===== src/design/vid_pkg.sv =====
// Shared types and constants for the HDMI test-pattern source.
// Imported by the raster interface and the two video modules.
`default_nettype none

package vid_pkg;

  // Counter geometry
  localparam int CNT_W = 12;
  typedef logic [CNT_W-1:0] cnt_t;

  // Pixel layout, chroma in the upper byte
  localparam int LUMA_W = 8;
  localparam logic [7:0] CHROMA_NEUTRAL = 8'h80;

  typedef struct packed {
    logic [7:0]        chroma;
    logic [LUMA_W-1:0] luma;
  } pixel_t;

  // DIP switch pattern codes
  typedef enum logic [3:0] {
    PAT_H_X1      = 4'd0,
    PAT_V_X1      = 4'd1,
    PAT_H_X2      = 4'd2,
    PAT_V_X2      = 4'd3,
    PAT_H_X4      = 4'd4,
    PAT_V_X4      = 4'd5,
    PAT_H_X8      = 4'd6,
    PAT_V_X8      = 4'd7,
    PAT_BOX_V     = 4'd8,   // Box follows line count
    PAT_BOX_FRAME = 4'd9    // Box follows frame count
  } pat_sel_e;

  // Square overlay bounds, inclusive on both counters
  localparam cnt_t BOX_LO = cnt_t'(128);
  localparam cnt_t BOX_HI = cnt_t'(255);

endpackage

`default_nettype wire


===== src/design/vid_raster_if.sv =====
// Raster position and sync levels, timing generator to pattern generator.
// All six signals change together once per clock, with no handshake.
`timescale 1ns/1ps
`default_nettype none

interface vid_raster_if
  import vid_pkg::*;
();

  cnt_t hcnt;    // Pixel within line
  cnt_t vcnt;    // Line within frame
  cnt_t fcnt;    // Frame number, wraps at 4096
  logic active;
  logic hsync;
  logic vsync;

  modport src (
    output hcnt, vcnt, fcnt,
    output active, hsync, vsync
  );

  modport dst (
    input hcnt, vcnt, fcnt,
    input active, hsync, vsync
  );

endinterface

`default_nettype wire


===== src/design/hdmi_pattern_top.sv =====
// HDMI test-pattern source top level. Raster geometry is set by the
// parameters below; pixels leave two clocks after their raster position.
`timescale 1ns/1ps
`default_nettype none

module hdmi_pattern_top #(
  parameter int unsigned H_ACTIVE     = 1920,
  parameter int unsigned H_SYNC_START = 2008,
  parameter int unsigned H_SYNC_END   = 2052,
  parameter int unsigned H_TOTAL      = 2200,
  parameter int unsigned V_ACTIVE     = 1080,
  parameter int unsigned V_SYNC_START = 1084,
  parameter int unsigned V_SYNC_END   = 1089,
  parameter int unsigned V_TOTAL      = 1125
) (
  input  logic        sys0_clk,
  input  logic        rst_i,
  input  logic [3:0]  dipsw_i,      // Pattern select switches
  output logic [15:0] hdmi_data_o,  // Chroma upper, luma lower
  output logic        hdmi_de_o,
  output logic        hdmi_hs_o,
  output logic        hdmi_vs_o
);

  vid_raster_if raster ();

  vid_timing_gen #(
    .H_ACTIVE     (H_ACTIVE),
    .H_SYNC_START (H_SYNC_START),
    .H_SYNC_END   (H_SYNC_END),
    .H_TOTAL      (H_TOTAL),
    .V_ACTIVE     (V_ACTIVE),
    .V_SYNC_START (V_SYNC_START),
    .V_SYNC_END   (V_SYNC_END),
    .V_TOTAL      (V_TOTAL)
  ) u_timing (
    .sys0_clk (sys0_clk),
    .rst_i    (rst_i),
    .raster_o (raster.src)
  );

  vid_pattern_gen u_pattern (
    .sys0_clk (sys0_clk),
    .rst_i    (rst_i),
    .dipsw_i  (dipsw_i),
    .raster_i (raster.dst),
    .data_o   (hdmi_data_o),
    .de_o     (hdmi_de_o),
    .hs_o     (hdmi_hs_o),
    .vs_o     (hdmi_vs_o)
  );

endmodule

`default_nettype wire


===== src/design/vid_pattern_gen.sv =====
// Test-pattern pixel source. Picks a luma per raster position from the
// DIP switch select and delivers pixel and levels two cycles later.
`timescale 1ns/1ps
`default_nettype none

module vid_pattern_gen
  import vid_pkg::*;
(
  input  logic         sys0_clk,
  input  logic         rst_i,
  input  logic [3:0]   dipsw_i,
  vid_raster_if.dst    raster_i,
  output pixel_t       data_o,
  output logic         de_o,
  output logic         hs_o,
  output logic         vs_o
);

  pat_sel_e          sel_q;   // Synchronized switch select
  logic              box;
  logic [LUMA_W-1:0] luma;

  pixel_t pix_q;             // Pipeline stage
  logic   de_q, hs_q, vs_q;

  always_ff @(posedge sys0_clk) begin
    sel_q <= pat_sel_e'(dipsw_i);
  end

  // Overlay square in the upper left of the raster
  assign box = (raster_i.hcnt >= BOX_LO) && (raster_i.hcnt <= BOX_HI) &&
               (raster_i.vcnt >= BOX_LO) && (raster_i.vcnt <= BOX_HI);

  always_comb begin
    case (sel_q)
      PAT_H_X1:      luma = raster_i.hcnt[LUMA_W-1:0];
      PAT_V_X1:      luma = raster_i.vcnt[LUMA_W-1:0];
      PAT_H_X2:      luma = raster_i.hcnt[LUMA_W:1];
      PAT_V_X2:      luma = raster_i.vcnt[LUMA_W:1];
      PAT_H_X4:      luma = raster_i.hcnt[LUMA_W+1:2];
      PAT_V_X4:      luma = raster_i.vcnt[LUMA_W+1:2];
      PAT_H_X8:      luma = raster_i.hcnt[LUMA_W+2:3];
      PAT_V_X8:      luma = raster_i.vcnt[LUMA_W+2:3];
      PAT_BOX_V: begin
        luma = box ? raster_i.vcnt[LUMA_W-1:0] : raster_i.hcnt[LUMA_W-1:0];
      end
      PAT_BOX_FRAME: begin
        luma = box ? raster_i.fcnt[LUMA_W-1:0] : raster_i.hcnt[LUMA_W-1:0];
      end
      default:       luma = '0; // Selects 10 to 15 are black
    endcase
  end

  // Two register stages, levels travel with their pixel
  always_ff @(posedge sys0_clk) begin
    if (rst_i) begin
      pix_q  <= '0;
      de_q   <= 1'b0;
      hs_q   <= 1'b0;
      vs_q   <= 1'b0;
      data_o <= '0;
      de_o   <= 1'b0;
      hs_o   <= 1'b0;
      vs_o   <= 1'b0;
    end else begin
      pix_q.chroma <= CHROMA_NEUTRAL;
      pix_q.luma   <= luma;
      de_q         <= raster_i.active;
      hs_q         <= raster_i.hsync;
      vs_q         <= raster_i.vsync;
      data_o       <= pix_q;   // Output stage
      de_o         <= de_q;
      hs_o         <= hs_q;
      vs_o         <= vs_q;
    end
  end

  // After two clean cycles the output always holds a real pixel
  a_chroma_neutral: assert property (
    @(posedge sys0_clk) disable iff (rst_i)
    !$past(rst_i, 1) && !$past(rst_i, 2) |-> data_o.chroma == CHROMA_NEUTRAL
  );

endmodule

`default_nettype wire


===== src/design/vid_timing_gen.sv =====
// Free-running raster timing: pixel, line and frame counters plus the
// active, hsync and vsync levels, all registered on the same edge.
`timescale 1ns/1ps
`default_nettype none

module vid_timing_gen
  import vid_pkg::*;
#(
  parameter int unsigned H_ACTIVE     = 1920,
  parameter int unsigned H_SYNC_START = 2008,
  parameter int unsigned H_SYNC_END   = 2052,
  parameter int unsigned H_TOTAL      = 2200,
  parameter int unsigned V_ACTIVE     = 1080,
  parameter int unsigned V_SYNC_START = 1084,
  parameter int unsigned V_SYNC_END   = 1089,
  parameter int unsigned V_TOTAL      = 1125
) (
  input  logic         sys0_clk,
  input  logic         rst_i,
  vid_raster_if.src    raster_o
);

  cnt_t hcnt_q, vcnt_q, fcnt_q;
  cnt_t hcnt_d, vcnt_d, fcnt_d;
  logic h_wrap, v_wrap;
  logic active_q, hsync_q, vsync_q;

  // Level decodes of one raster position
  function automatic logic is_active(cnt_t h, cnt_t v);
    return (h < H_ACTIVE) && (v < V_ACTIVE);
  endfunction

  function automatic logic in_span(cnt_t c, int unsigned lo, int unsigned hi);
    return (c >= lo) && (c < hi);
  endfunction

  // Next position
  always_comb begin
    h_wrap = (hcnt_q == cnt_t'(H_TOTAL - 1));
    v_wrap = (vcnt_q == cnt_t'(V_TOTAL - 1));
    hcnt_d = h_wrap ? '0 : hcnt_q + 1'b1;
    vcnt_d = vcnt_q;
    fcnt_d = fcnt_q;
    if (h_wrap) begin
      vcnt_d = v_wrap ? '0 : vcnt_q + 1'b1;
      if (v_wrap) fcnt_d = fcnt_q + 1'b1; // Modulo 4096 by width
    end
  end

  // Levels decoded from the next position so they land with the counters
  always_ff @(posedge sys0_clk) begin
    if (rst_i) begin
      hcnt_q   <= '0;
      vcnt_q   <= '0;
      fcnt_q   <= '0;
      active_q <= is_active('0, '0);
      hsync_q  <= in_span('0, H_SYNC_START, H_SYNC_END);
      vsync_q  <= in_span('0, V_SYNC_START, V_SYNC_END);
    end else begin
      hcnt_q   <= hcnt_d;
      vcnt_q   <= vcnt_d;
      fcnt_q   <= fcnt_d;
      active_q <= is_active(hcnt_d, vcnt_d);
      hsync_q  <= in_span(hcnt_d, H_SYNC_START, H_SYNC_END);
      vsync_q  <= in_span(vcnt_d, V_SYNC_START, V_SYNC_END);
    end
  end

  assign raster_o.hcnt   = hcnt_q;
  assign raster_o.vcnt   = vcnt_q;
  assign raster_o.fcnt   = fcnt_q;
  assign raster_o.active = active_q;
  assign raster_o.hsync  = hsync_q;
  assign raster_o.vsync  = vsync_q;

  // Counters never leave the programmed raster
  a_hcnt_range: assert property (
    @(posedge sys0_clk) disable iff (rst_i)
    hcnt_q < H_TOTAL
  );

  a_vcnt_range: assert property (
    @(posedge sys0_clk) disable iff (rst_i)
    vcnt_q < V_TOTAL
  );

  // Sync pulse starts in blanking only
  a_hsync_in_blank: assert property (
    @(posedge sys0_clk) disable iff (rst_i)
    $rose(hsync_q) |-> !active_q
  );

endmodule

`default_nettype wire


===== config.mk =====
export PLATFORM = sky130hd
export DESIGN_NAME = hdmi_pattern_top
export DESIGN_NICKNAME = d
export VERILOG_FILES = /design/src/design/vid_pkg.sv /design/src/design/vid_raster_if.sv /design/src/design/hdmi_pattern_top.sv /design/src/design/vid_pattern_gen.sv /design/src/design/vid_timing_gen.sv
export SDC_FILE = /design/constraint.sdc
export NUM_CORES = 1
export LEC_CHECK = 0
export BUFFER_PORTS_ARGS = -buffer_cell sky130_fd_sc_hd__buf_2
export CORE_ASPECT_RATIO = 2
export CORE_UTILIZATION = 35
export CTS_CLUSTER_DIAMETER = 40
export DETAILED_ROUTE_END_ITERATION = 10
export PLACE_DENSITY = 0.49
export REMOVE_ABC_BUFFERS = 1
export SYNTH_ARGS = -nofsm -noshare
export SYNTH_HDL_FRONTEND = slang
export SYNTH_SLANG_ARGS = --single-unit

===== constraint.sdc =====
create_clock -name sys0_clk -period 2.98 [get_ports sys0_clk]
set_input_delay 0.298 -clock sys0_clk [delete_from_list [all_inputs] [get_ports sys0_clk]]
set_output_delay 0.298 -clock sys0_clk [all_outputs]
set_load 0.005 [all_outputs]

; ---- Word-level counts from Yosys, hierarchy flattened
; Index checks and enable logic that the tools add are counted.
[classes]
n_addsub = 3
n_lt_le_gt_ge = 10
n_eq_ne = 11
mux = 7
reduce_logical = 8
[op_table]
columns = operator, count
row1 = $pmux W8 S10, 1
row2 = $add A12 B1 Y12 const B, 3
row3 = $lt A12 B11 Y1 const B, 3
row4 = $mux W12, 3
row5 = $ge A12 B11 Y1 const B, 2
row6 = $ge A12 B8 Y1 const B, 2
row7 = $le A12 B8 Y1 const B, 2
row8 = $eq A4 B3 Y1 const B, 4
row9 = $mux W16, 1
row10 = $mux W8, 2
row11 = $eq A12 B11 Y1 const B, 1
row12 = $eq A12 B12 Y1 const B, 1
row13 = $lt A12 B12 Y1 const B, 1
row14 = $eq A4 B2 Y1 const B, 2
row15 = $eq A4 B4 Y1 const B, 2
row16 = $logic_and A1 B1 Y1, 6
row17 = $eq A4 B1 Y1 const B, 1
row18 = $logic_not A4 Y1, 1
row19 = $reduce_and A2 Y1, 1
[totals]
ff_bits = 81
inputBits = 6
out_inout_bits = 19
word_cells = 56

; ---- Logic depth before layout (Yosys ltp)
; Gate-level depths: netlist of run 1.
[logic_depth]
depth_word = 7
ltp_mapped = 9
ltp_nobuf = 8

; ---- Cells and area by module
; Synthesis of run 1 repeated with hierarchy kept, for this count alone.
[hier_totals]
cells_unflattened = 393
area_unflattened_um2 = 3494.6
[by_module_without_submodules]
columns = module, instances, cells_per_inst, area_each_um2, seq_area_each_um2
row1 = vid_timing_gen, 1, 242, 2035.7, 780.7
row2 = vid_pattern_gen, 1, 151, 1458.9, 560.5

; ---- Worst setup path before layout of run 1
; No wires, ideal clock.
[synth_timing]
path_type = register to register
startpoint = reg u_timing.hcnt_q[0] (netlist: u_timing.raster_o.hcnt[0])
endpoint = reg u_timing.active_q (netlist: u_timing.raster_o.active)
setup_ns = 0.103
arrival_time_ns = 2.616
required_time_ns = 2.877
path_slack_ns = 0.261
stages_incl_launch_ff = 10
n_path_buf = 2
period_less_slack_ns = 2.719
cell_sequence = dfxtp_1 > ha_1 > buf_2 > or4bb_1 > or3_1 > buf_2 > or4_4 > xnor2_2 > o311ai_1 > a2111oi_2
[synth_via]
elab_chain_cells = 4
elab_cells_between_ends = 7
cone_classes = add/sub (1) / order compare (2) / eq/ne (1) / mux (2) / reduce/logical (1)
[synth_lines]
columns = element, line_no
row1 = from (decl), vid_timing_gen.sv:23  ; cnt_t hcnt_q, vcnt_q, fcnt_q;
row2 = from (signal assigned), vid_timing_gen.sv:60  ; hcnt_q <= hcnt_d;
row3 = $add A12 B1 Y12 or $eq A12 B12 Y1 (tied branches), "vid_timing_gen.sv:41, vid_timing_gen.sv:39"
row4 = "$mux W12, on equally long branches", "vid_timing_gen.sv:41, vid_timing_gen.sv:44"
row5 = $lt A12 B11 Y1, vid_timing_gen.sv:30  ; return (h < H_ACTIVE) && (v < V_ACTIVE);
row6 = $logic_and A1 B1 Y1 *, vid_timing_gen.sv:30
row7 = to (signal assigned), vid_timing_gen.sv:56  ; active_q <= is_active('0, '0);
row8 = to (signal assigned), vid_timing_gen.sv:63  ; active_q <= is_active(hcnt_d, vcnt_d);
row9 = to (decl), vid_timing_gen.sv:26  ; logic active_q, hsync_q, vsync_q;
; Mark *: on every way between the ends. The rest lies on a longest branch, timed or not.
; A chain may end at the register's enable or synchronous reset.

; ---- Worst setup path in the final report of run 1
[layout_timing]
startpoint = reg u_timing.hcnt_q[1] (netlist: u_timing.raster_o.hcnt[1])
endpoint = reg u_timing.active_q (netlist: u_timing.raster_o.active)
; The elaborated chain is that of the path after synthesis.

==> impl_results.rst, run 1 <==
.. list-table::
   :header-rows: 1

   * - Metric
     - Value
   * - Part of the Yosys area used for sequential elements
     - 37.0%
   * - RSZ-0062 raised after global routing
     - no
   * - Total number of nets in the final design
     - 437
   * - Global-route wire length before repair
     - 15200 um
   * - Endpoint required time on the critical path
     - 3.21 ns
   * - Placement Cell Area
     - 0.00367 mm^2
   * - Total congestion overflow after global routing
     - 0
   * - Gr usage total
     - 20.2%
   * - Cts bufs inserted
     - 9
   * - Fraction of power consumed by the clock network
     - 54.6%
   * - Number of placed cells counting well taps
     - 519
   * - Standby leakage power
     - 1.48 nW
   * - Die Width
     - 71.8 um
   * - Number of pins with negative max-slew slack in the final report
     - 0
   * - Global-route track usage on met3
     - 3.41%
   * - CTS root buffer
     - clkbuf_16
   * - Maximum clock frequency
     - 0.372 GHz
   * - Comb power frac
     - 4.0%
   * - Number of search-and-repair iterations in the first detailed-routing pass
     - 5
   * - Yosys cell types
     - 63
   * - Ports
     - 25
   * - Fraction of met2 tracks used by global routing
     - 38.1%
   * - Net switching power figure
     - between 0.0004 and 0.0005 W
   * - DR vias
     - 3031
   * - CTS H-tree lvls
     - 3
   * - Vias in the first global route
     - between 2000 and 3000
   * - Share of synthesized flip-flops with an asynchronous set or reset
     - 0%
   * - Syn Area/Cell
     - 8.43 um^2
   * - Worst-path fanout max
     - 6
   * - Antenna Nets Post-Route
     - 0
   * - Number of buffers added to fix hold violations after cts
     - 0
   * - Worst slew pin tran
     - roughly 0.80 ns
   * - Post-synth design cell area
     - ~0.0034 mm^2
   * - Syn-to-layout area delta
     - 17.5%
   * - Most frequent cells after synthesis
     - dfxtp_1, nor2_1, nand2_1
   * - Clock insertion delay at the later pin of the skew report
     - 0.33 ns
   * - Average detailed-routed wire length per instance
     - 18.4 um
   * - EDFF count, synth
     - 0
   * - Area leader, netlist
     - dfxtp_1
   * - Post-route minimum period
     - between 2 and 3 ns
   * - Category of the worst setup path launch point
     - flop
   * - Number of resized instances in the post-cts repair step
     - 0
   * - Combined flip-flop and latch cell area
     - 0.00126 mm^2
   * - Portion of the clock cycle consumed by the worst path in the final layout
     - 90.1%
   * - Final count of hold timing violations
     - 0
   * - Flop and latch count out of synthesis
     - 63
   * - Clock slew at the register clock pins of the worst setup and hold paths
     - 0.06 ns
   * - Buffers inserted by post-CTS timing repair
     - 0
   * - Maximum vdd ir drop
     - 0.362 mV
   * - Proportion of layout cells with a drive suffix above 1
     - 17.6%
   * - Pwr/cell area
     - 525 mW/mm^2
   * - Fill cell count
     - around 950
   * - GR Layer Usage met1
     - a little over a fifth
   * - Clock Tree Buf Depth
     - 2
   * - Cell count after synthesis
     - between 400 and 500
   * - DRT iter0 DRCs
     - 189
   * - Vias per cell
     - 5.67
   * - Row count
     - 50
   * - Quantity of I/O buffers inserted on ports
     - 17
   * - Core footprint
     - 0.00938 mm^2
   * - Global route hottest layer
     - met2
   * - Proportion of power drawn by flip-flops and latches
     - 41.4%
   * - Total Neg Setup Slack
     - 0 ns
   * - Ys Warns
     - 0
   * - Number of maximum-capacitance violations
     - 0
   * - Kind of end point of the critical path
     - flop
   * - Count of inserted antenna diode cells
     - 0
   * - Count of clock tree sinks
     - 63
   * - Pin count of the biggest net entering global routing
     - 36
   * - Switching share of power
     - a little over a fifth
   * - Relative slew slack
     - 45.3%
   * - Setup clock skew after layout
     - 0.0121 ns
   * - Total area of multi-input combinational cells
     - 0.00195 mm^2
   * - TritonCTS clock tree
     - built
   * - Remaining routing DRC violations
     - 0
   * - Number of non-filler instances in the completed layout
     - ~540
   * - GP Congestion
     - 0.886
   * - Most numerous cell in the Yosys netlist
     - dfxtp_1
   * - Yosys top cell area share
     - 37.0%
   * - Count of endpoints failing setup in the final report
     - 0
   * - Critical path class
     - reg -> reg
   * - Chip Height
     - about 140 um
   * - Die area
     - roughly 0.01 mm^2
   * - Worst endpoint data arrival time
     - around 3 ns
   * - Kind of path behind the tightest hold check
     - in -> reg
   * - Top cells by area, synth
     - dfxtp_1, nor2b_1, xnor2_1, nor2_1, nand2_1
   * - Design internal power
     - 0.00165 W
   * - Leading register cell type out of synthesis
     - dfxtp_1
   * - Run status
     - complete, no violations
   * - Initial antenna violation count
     - 0
   * - Final design instance area without fill
     - 0.00400 mm^2
   * - Sum of net half-perimeters after detailed placement
     - 7220 um
   * - Starting density of the core
     - between 30% and 40%
   * - Final wirelength
     - 9830 um
## path summary, 6_finish.rpt
check / from / end / slack [ns] / depth (start not counted)
max reg2reg: u_timing.raster_o.hcnt[1]$_SDFF_PP0_ / u_timing.raster_o.active$_SDFF_PP1_ / 0.29 / 7
max: u_timing.raster_o.hcnt[1]$_SDFF_PP0_ / u_timing.raster_o.active$_SDFF_PP1_ / 0.29 / 7
min reg2reg: u_pattern.pix_q[1]$_SDFF_PP0_ / u_pattern.data_o[1]$_SDFF_PP0_ / 0.43 / 1
min: dipsw_i[0] / u_pattern.sel_q[0]$_DFF_P_ / 0.06 / 1
## sequential cells by signal, indices dropped and copies added, names as in the netlist, 4 cells and up
| name | count |
|---|---|
| u_pattern.data_o | 9 |
| u_pattern.sel_q | 4 |
| u_timing.raster_o.fcnt | 8 |
| u_timing.raster_o.vcnt | 12 |
| u_timing.raster_o.hcnt | 12 |
| u_pattern.pix_q | 9 |
## power groups by stage
stage / logic [W] / registers, W / clock network, W
global route: 0.0000940 / 0.000871 / 0.00122
global placement: 0.0000849 / 0.000888 / 0
floorplan: 0.0000378 / 0.000892 / 0
detailed placement: 0.0000850 / 0.000888 / 0
finish: 0.0000847 / 0.000870 / 0.00115
CTS: 0.0000854 / 0.000869 / 0.00118
## cells by family (layout without fill, tap and decap cells)
family | count (synthesis) | count (layout) | share of synthesized area [%]
AND/OR/NAND/NOR | 171 | 171 | 27.2
AO/OA/AOI/OAI | 75 | 75 | 15.1
flip-flops | 63 | 63 | 37.0
buffers and inverters | 49 | 70 | 6.46
XOR/XNOR | 26 | 26 | 6.90
multiplexers | 14 | 14 | 5.40
other | 1 | 7 | 0.110
adder cells (fa/ha/maj) | 5 | 5 | 1.84
## placed cells by master (no fill, tap or decap), types with 7 or more instances in the layout
master     synthesis  layout
a21oi_1           19      19
a31oi_1            7       7
and3_1             8       8
buf_2              2      17
buf_4              7      29
clkbuf_16          0       9
conb_1             1       7
dfxtp_1           63      63
inv_1              8       8
nand2_1           30      30
nand3_1           17      17
nand4_1            8       8
nor2_1            34      34
nor2b_1           21      21
nor3_1            18      18
o21ai_0            9       9
xnor2_1           15      15
xor2_1            10      10
## layout make-up
| cell class | count | share of cell area [%] |
|---|---|---|
| repair buffers | 46 | 7.56 |
| well taps | 104 | 3.25 |
| inverters | 8 | 0.750 |
| flip-flops and latches | 63 | 31.5 |
| clock inverters | 6 | 2.31 |
| multi-input cells | 298 | 48.7 |
| clock buffers | 10 | 5.97 |
## worst max-delay path, cell delays in order, from the launching register on
cell       delay, ns
dfxtp_1         0.34
ha_1            0.17
or4bb_1         0.44
or3_1           0.43
or4_4           0.60
xnor2_2         0.14
o311ai_1        0.12
a2111oi_2       0.36
## per-layer routing
metal	part of all wire (%)	wire length, um
met3	3.2	312
met2	57	5560
met4	2.4	233
met1	38	3730
met5	0	0
## through the flow
stage,total power (W),util [%],setup WS [ns],hold slack (ns)
6_report,0.00210,42.7,0.295,0.0610
5_1_grt,0.00219,42.7,0.180,0.0552
4_1_cts,0.00214,42.7,0.291,0.0520
3_5_place_dp,0.000973,39.1,0.301,0.402
3_3_place_gp,0.000972,39.1,0.333,0.400
2_1_floorplan,0.000930,-,0.0871,0.326
No activity file was read; power rests on OpenSTA's default activity.
==> run 2: changes to the inputs <==
- ABC_AREA: not set -> 1
==> run 2 against run 1 <==
Critical path depth increased by 5. Area after synthesis is 3.9% higher. Setup slack better by 0.50 ns. Synthesized cell count grew 34%. Clock-buffer cell count grew 1. Final area is 1.0% higher. Utilization down 1.2 points. Worst hold slack worse by 0.0021 ns. Global-route usage is 3.2 points higher. Die area up 3.8%. First-iteration DRC count shrank 1.1%. Via count is 15% higher. Critical endpoint is now u_timing.raster_o.fcnt[5]$_SDFFE_PP0P_. Largest power group unchanged. Highest routed layer unchanged.
==> impl_results.rst, run 2 <==
.. list-table::
   :header-rows: 1

   * - Metric
     - Value
   * - Most numerous cell in the Yosys netlist
     - nand2_1 (was dfxtp_1)
   * - Worst-path fanout max
     - 4 (was 6)
   * - Vias per cell
     - 4.98 (was 5.67)
   * - Wire length on met2
     - 6140 um (was 5560 um)
   * - Yosys cell types
     - 38 (was 63)
   * - Count of inserted antenna diode cells
     - 0 (unchanged)
   * - Top cells by area, synth
     - dfxtp_1, nand2_1, nor2_1, inv_1, nand3_1 (was dfxtp_1, nor2b_1, xnor2_1, nor2_1, nand2_1)
   * - Endpoint of the worst hold path
     - u_pattern.sel_q[3]$_DFF_P_ (was u_pattern.sel_q[0]$_DFF_P_)
   * - Sum of net half-perimeters after detailed placement
     - 8900 um (was 7220 um)
   * - Clock Tree Buf Depth
     - 2 (unchanged)
   * - Starting density of the core
     - 36.3% (about the same)
   * - Post-route minimum period
     - 2.18 ns (was 2.69 ns)
   * - Row count
     - 51 (was 50)
   * - Most frequent cells in the layout
     - nand2_1, nor2_1, inv_1 (was dfxtp_1, nor2_1, nand2_1)
   * - Relative slew slack
     - 66.3% (was 45.3%)
   * - Endpoint of the lowest-slack register-to-register path
     - u_timing.raster_o.fcnt[5]$_SDFFE_PP0P_ (was u_timing.raster_o.active$_SDFF_PP1_)
   * - Run status
     - complete, no violations (unchanged)
   * - Average detailed-routed wire length per instance
     - 16.1 um (was 18.4 um)
   * - CP dominant cell by count
     - nor2_1
   * - Maximum vdd ir drop
     - 0.275 mV (was 0.362 mV)
   * - Library cell contributing the largest single delay on the critical path
     - dfxtp_1 (was or4_4)
   * - Worst min-delay path startpoint
     - dipsw_i[3] (was dipsw_i[0])
   * - Post-synth design cell area
     - 0.00354 mm^2 (was 0.00341 mm^2)
   * - Maximum clock frequency
     - 0.459 GHz (was 0.372 GHz)
   * - Core footprint
     - 0.00976 mm^2 (was 0.00938 mm^2)
   * - Yosys top cell area share
     - 35.6% (was 37.0%)
   * - Syn Area/Cell
     - 6.53 um^2 (was 8.43 um^2)
   * - Initial antenna violation count
     - 0 (unchanged)
   * - Worst slew pin tran
     - 0.504 ns (was 0.799 ns)
   * - Chip Height
     - 144 um (was 142 um)
   * - Setup clock skew after layout
     - 0.00365 ns (was 0.0121 ns)
   * - Number of buffers added to fix hold violations after cts
     - 0 (unchanged)
   * - Kind of path behind the tightest hold check
     - in -> reg (unchanged)
   * - Pin count of the biggest net entering global routing
     - 40 (was 36)
   * - Flop2flop setup slack
     - 0.80 ns (was 0.29 ns)
   * - R2R cell count
     - 12 (was 7)
   * - DR vias
     - 3477 (was 3031)
   * - Clock insertion delay at the later pin of the skew report
     - 0.34 ns (was 0.33 ns)
   * - Ports
     - 25 (unchanged)
   * - Total congestion overflow after global routing
     - 0 (unchanged)
   * - Critical path class
     - reg -> reg (unchanged)
   * - Total Neg Setup Slack
     - 0 ns (unchanged)
   * - RSZ-0062 raised after global routing
     - no (unchanged)
   * - Crit Reg-Reg Startpoint
     - u_timing.raster_o.hcnt[0]$_SDFF_PP0_ (was u_timing.raster_o.hcnt[1]$_SDFF_PP0_)
   * - Remaining routing DRC violations
     - 0 (unchanged)
   * - Biggest regs
     - u_timing.raster_o.hcnt (12), u_timing.raster_o.vcnt (12) (unchanged)
   * - Standby leakage power
     - 1.78 nW (was 1.48 nW)
   * - CP Buf/Inv Count
     - 2 (was 0)
   * - Ys Warns
     - 0 (unchanged)
   * - Cell-by-cell trace of the critical path
     - ha_1, nand2_1, nor2_1, nand2_1, nor2_1, inv_1, nor2_2, inv_1, nor2_1, nand3b_1, nor3_1, nor3_1 (was ha_1, or4bb_1, or3_1, or4_4, xnor2_2, o311ai_1, a2111oi_2)
   * - Most frequent cells after synthesis
     - nand2_1, nor2_1, inv_1 (was dfxtp_1, nor2_1, nand2_1)
   * - Area leader, netlist
     - dfxtp_1 (unchanged)
   * - Gr usage total
     - 23.4% (was 20.2%)
   * - Antenna Nets Post-Route
     - 0 (unchanged)
   * - Vias in the first global route
     - 3472 (was 2833)
   * - Final wirelength
     - 11300 um (was 9830 um)
   * - Kind of cell adding the most delay to the critical path
     - simple AND/OR/NAND/NOR gates (unchanged)
   * - Most frequent standard cell in the layout excluding fill and tap cells
     - nand2_1 (was dfxtp_1)
   * - DRT iter0 DRCs
     - 187 (was 189)
   * - Part of the Yosys area used for sequential elements
     - 35.6% (was 37.0%)
   * - Global-route wire length before repair
     - 17800 um (was 15200 um)
   * - Cts bufs inserted
     - 9 (unchanged)
   * - Buffers inserted by post-CTS timing repair
     - 0 (unchanged)
   * - Proportion of layout cells with a drive suffix above 1
     - 10.6% (was 17.6%)
   * - Share of synthesized flip-flops with an asynchronous set or reset
     - 0% (unchanged)
   * - Number of pins with negative max-slew slack in the final report
     - 0 (unchanged)
   * - Kind of end point of the critical path
     - flop (unchanged)
   * - Hold Worst Slack
     - 0.0589 ns (was 0.0610 ns)
   * - Clock slew at the register clock pins of the worst setup and hold paths
     - 0.05 ns (was 0.06 ns)
   * - Die area
     - 0.0105 mm^2 (was 0.0102 mm^2)
   * - GP Congestion
     - 1.01 (was 0.886)
   * - Category of the worst setup path launch point
     - flop (unchanged)
   * - Syn-to-layout area delta
     - 14.3% (was 17.5%)
   * - Flop and latch count out of synthesis
     - 63 (unchanged)
   * - Hold Crit Depth
     - 1 (unchanged)
   * - Quantity of I/O buffers inserted on ports
     - 17 (unchanged)
   * - Pwr/cell area
     - 509 mW/mm^2 (was 525 mW/mm^2)
   * - Count of clock tree sinks
     - 63 (unchanged)
   * - Number of search-and-repair iterations in the first detailed-routing pass
     - 5 (unchanged)
   * - EDFF count, synth
     - 0 (unchanged)
   * - Final count of hold timing violations
     - 0 (unchanged)
   * - Top layer reached by signal wires
     - met4 (unchanged)
   * - Worst endpoint data arrival time
     - 2.38 ns (was 2.92 ns)
   * - CTS H-tree lvls
     - 3 (unchanged)
   * - Number of resized instances in the post-cts repair step
     - 0 (unchanged)
   * - Routed metal-1 wire length
     - 3930 um (was 3730 um)
   * - Number of maximum-capacitance violations
     - 0 (unchanged)
   * - Portion of the clock cycle consumed by the worst path in the final layout
     - 73.2% (was 90.1%)
   * - Cell count after synthesis
     - 542 (was 404)
   * - Total number of nets in the final design
     - 573 (was 437)
   * - Count of endpoints failing setup in the final report
     - 0 (unchanged)
   * - Leading register cell type out of synthesis
     - dfxtp_1 (unchanged)
   * - TritonCTS clock tree
     - built (unchanged)
   * - DR WL met3
     - 382 um (was 312 um)
   * - CP peak stage delay
     - 0.37 ns (was 0.60 ns)
   * - Die Width
     - 73.1 um (was 71.8 um)
   * - CTS root buffer
     - clkbuf_16 (unchanged)
   * - Endpoint required time on the critical path
     - 3.18 ns (was 3.21 ns)
==> run 2: changes by cell type in the layout (fill, tap and decap cells not counted), sizes merged, moves of 6 or more <==
| cell | delta |
|---|---|
| nand3 | +21 |
| nor2b | -20 |
| o22ai | +11 |
| buf | -26 |
| inv | +82 |
| xnor2 | -16 |
| nand2 | +97 |
| a31oi | -7 |
| o21ai | +13 |
| mux2i | -6 |
| and3 | -8 |
| nor2 | +63 |
| a21oi | -7 |
==> run 2: area by class of cell <==
type	instances	area, um^2
sequential	63	1260
timing repair buffer	20	108
clock inverter	4	70.1
multi-input combinational	377	1850
fill	1084	5720
clock buffer	11	243
inverter	91	344
tap	132	165
==> run 2: cells by family (layout without fill, tap and decap cells) <==
family / Yosys count / in the layout / synth area share, %
buffers and inverters: 108 / 126 / 12.6
AND/OR/NAND/NOR: 295 / 295 / 37.2
adder cells (fa/ha/maj): 5 / 5 / 1.77
XOR/XNOR: 9 / 9 / 2.23
flip-flops: 63 / 63 / 35.6
other: 1 / 7 / 0.106
AO/OA/AOI/OAI: 61 / 61 / 10.5
==> run 2: worst max-delay path by stage <==
stage,start,endpoint,slack (ns),cells after the start
after detailed placement,u_timing.raster_o.hcnt[0]$_SDFF_PP0_,u_timing.raster_o.fcnt[5]$_SDFFE_PP0P_,0.85,12
after global routing,u_timing.raster_o.hcnt[0]$_SDFF_PP0_,u_timing.raster_o.fcnt[5]$_SDFFE_PP0P_,0.64,12
after floorplan,u_timing.raster_o.hcnt[0]$_SDFF_PP0_,u_timing.raster_o.fcnt[6]$_SDFFE_PP0P_,1.31,12
after global placement,u_timing.raster_o.hcnt[0]$_SDFF_PP0_,u_timing.raster_o.fcnt[5]$_SDFFE_PP0P_,0.80,12
after CTS,u_timing.raster_o.hcnt[0]$_SDFF_PP0_,u_timing.raster_o.fcnt[5]$_SDFFE_PP0P_,0.82,12
final,u_timing.raster_o.hcnt[0]$_SDFF_PP0_,u_timing.raster_o.fcnt[5]$_SDFFE_PP0P_,0.80,12
==> run 2: per-layer routing <==
metal  global-route usage [%]  vias to the layer above
met5                        0                        -
met4                     18.8                        0
met3                     4.74                       45
met2                     43.7                       96
met1                     20.9                     1591
li1                         -                     1745
==> run 2: report_power, final <==
group	switching (W)	total, W	internal, W
Sequential	0.00000743	0.000861	0.000853
Clock	0.000382	0.00113	0.000747
Combinational	0.0000529	0.0000706	0.0000177
Total	0.000443	0.00206	0.00162
==> run 2: per-stage QoR <==
stage          std cells  setup slack (ns)  utilization [%]  area (um^2)  total power [W]
4_1_cts              698             0.818             41.4         4050          0.00209
5_1_grt              698             0.636             41.4         4050          0.00212
2_1_floorplan        531              1.31                -         3460         0.000916
6_report             698             0.800             41.4         4050          0.00206
3_5_place_dp         683             0.853             38.2         3730         0.000950
3_3_place_gp         683             0.796             38.2         3730         0.000950
==> run 2: worst reg2reg max path: stages (launching register included) <==
cell and delay (ns):
dfxtp_1 0.37, ha_1 0.28, nand2_1 0.12, nor2_1 0.16, nand2_1 0.07, nor2_1 0.16
inv_1 0.07, nor2_2 0.22, inv_1 0.09, nor2_1 0.14, nand3b_1 0.12, nor3_1 0.17
nor3_1 0.07
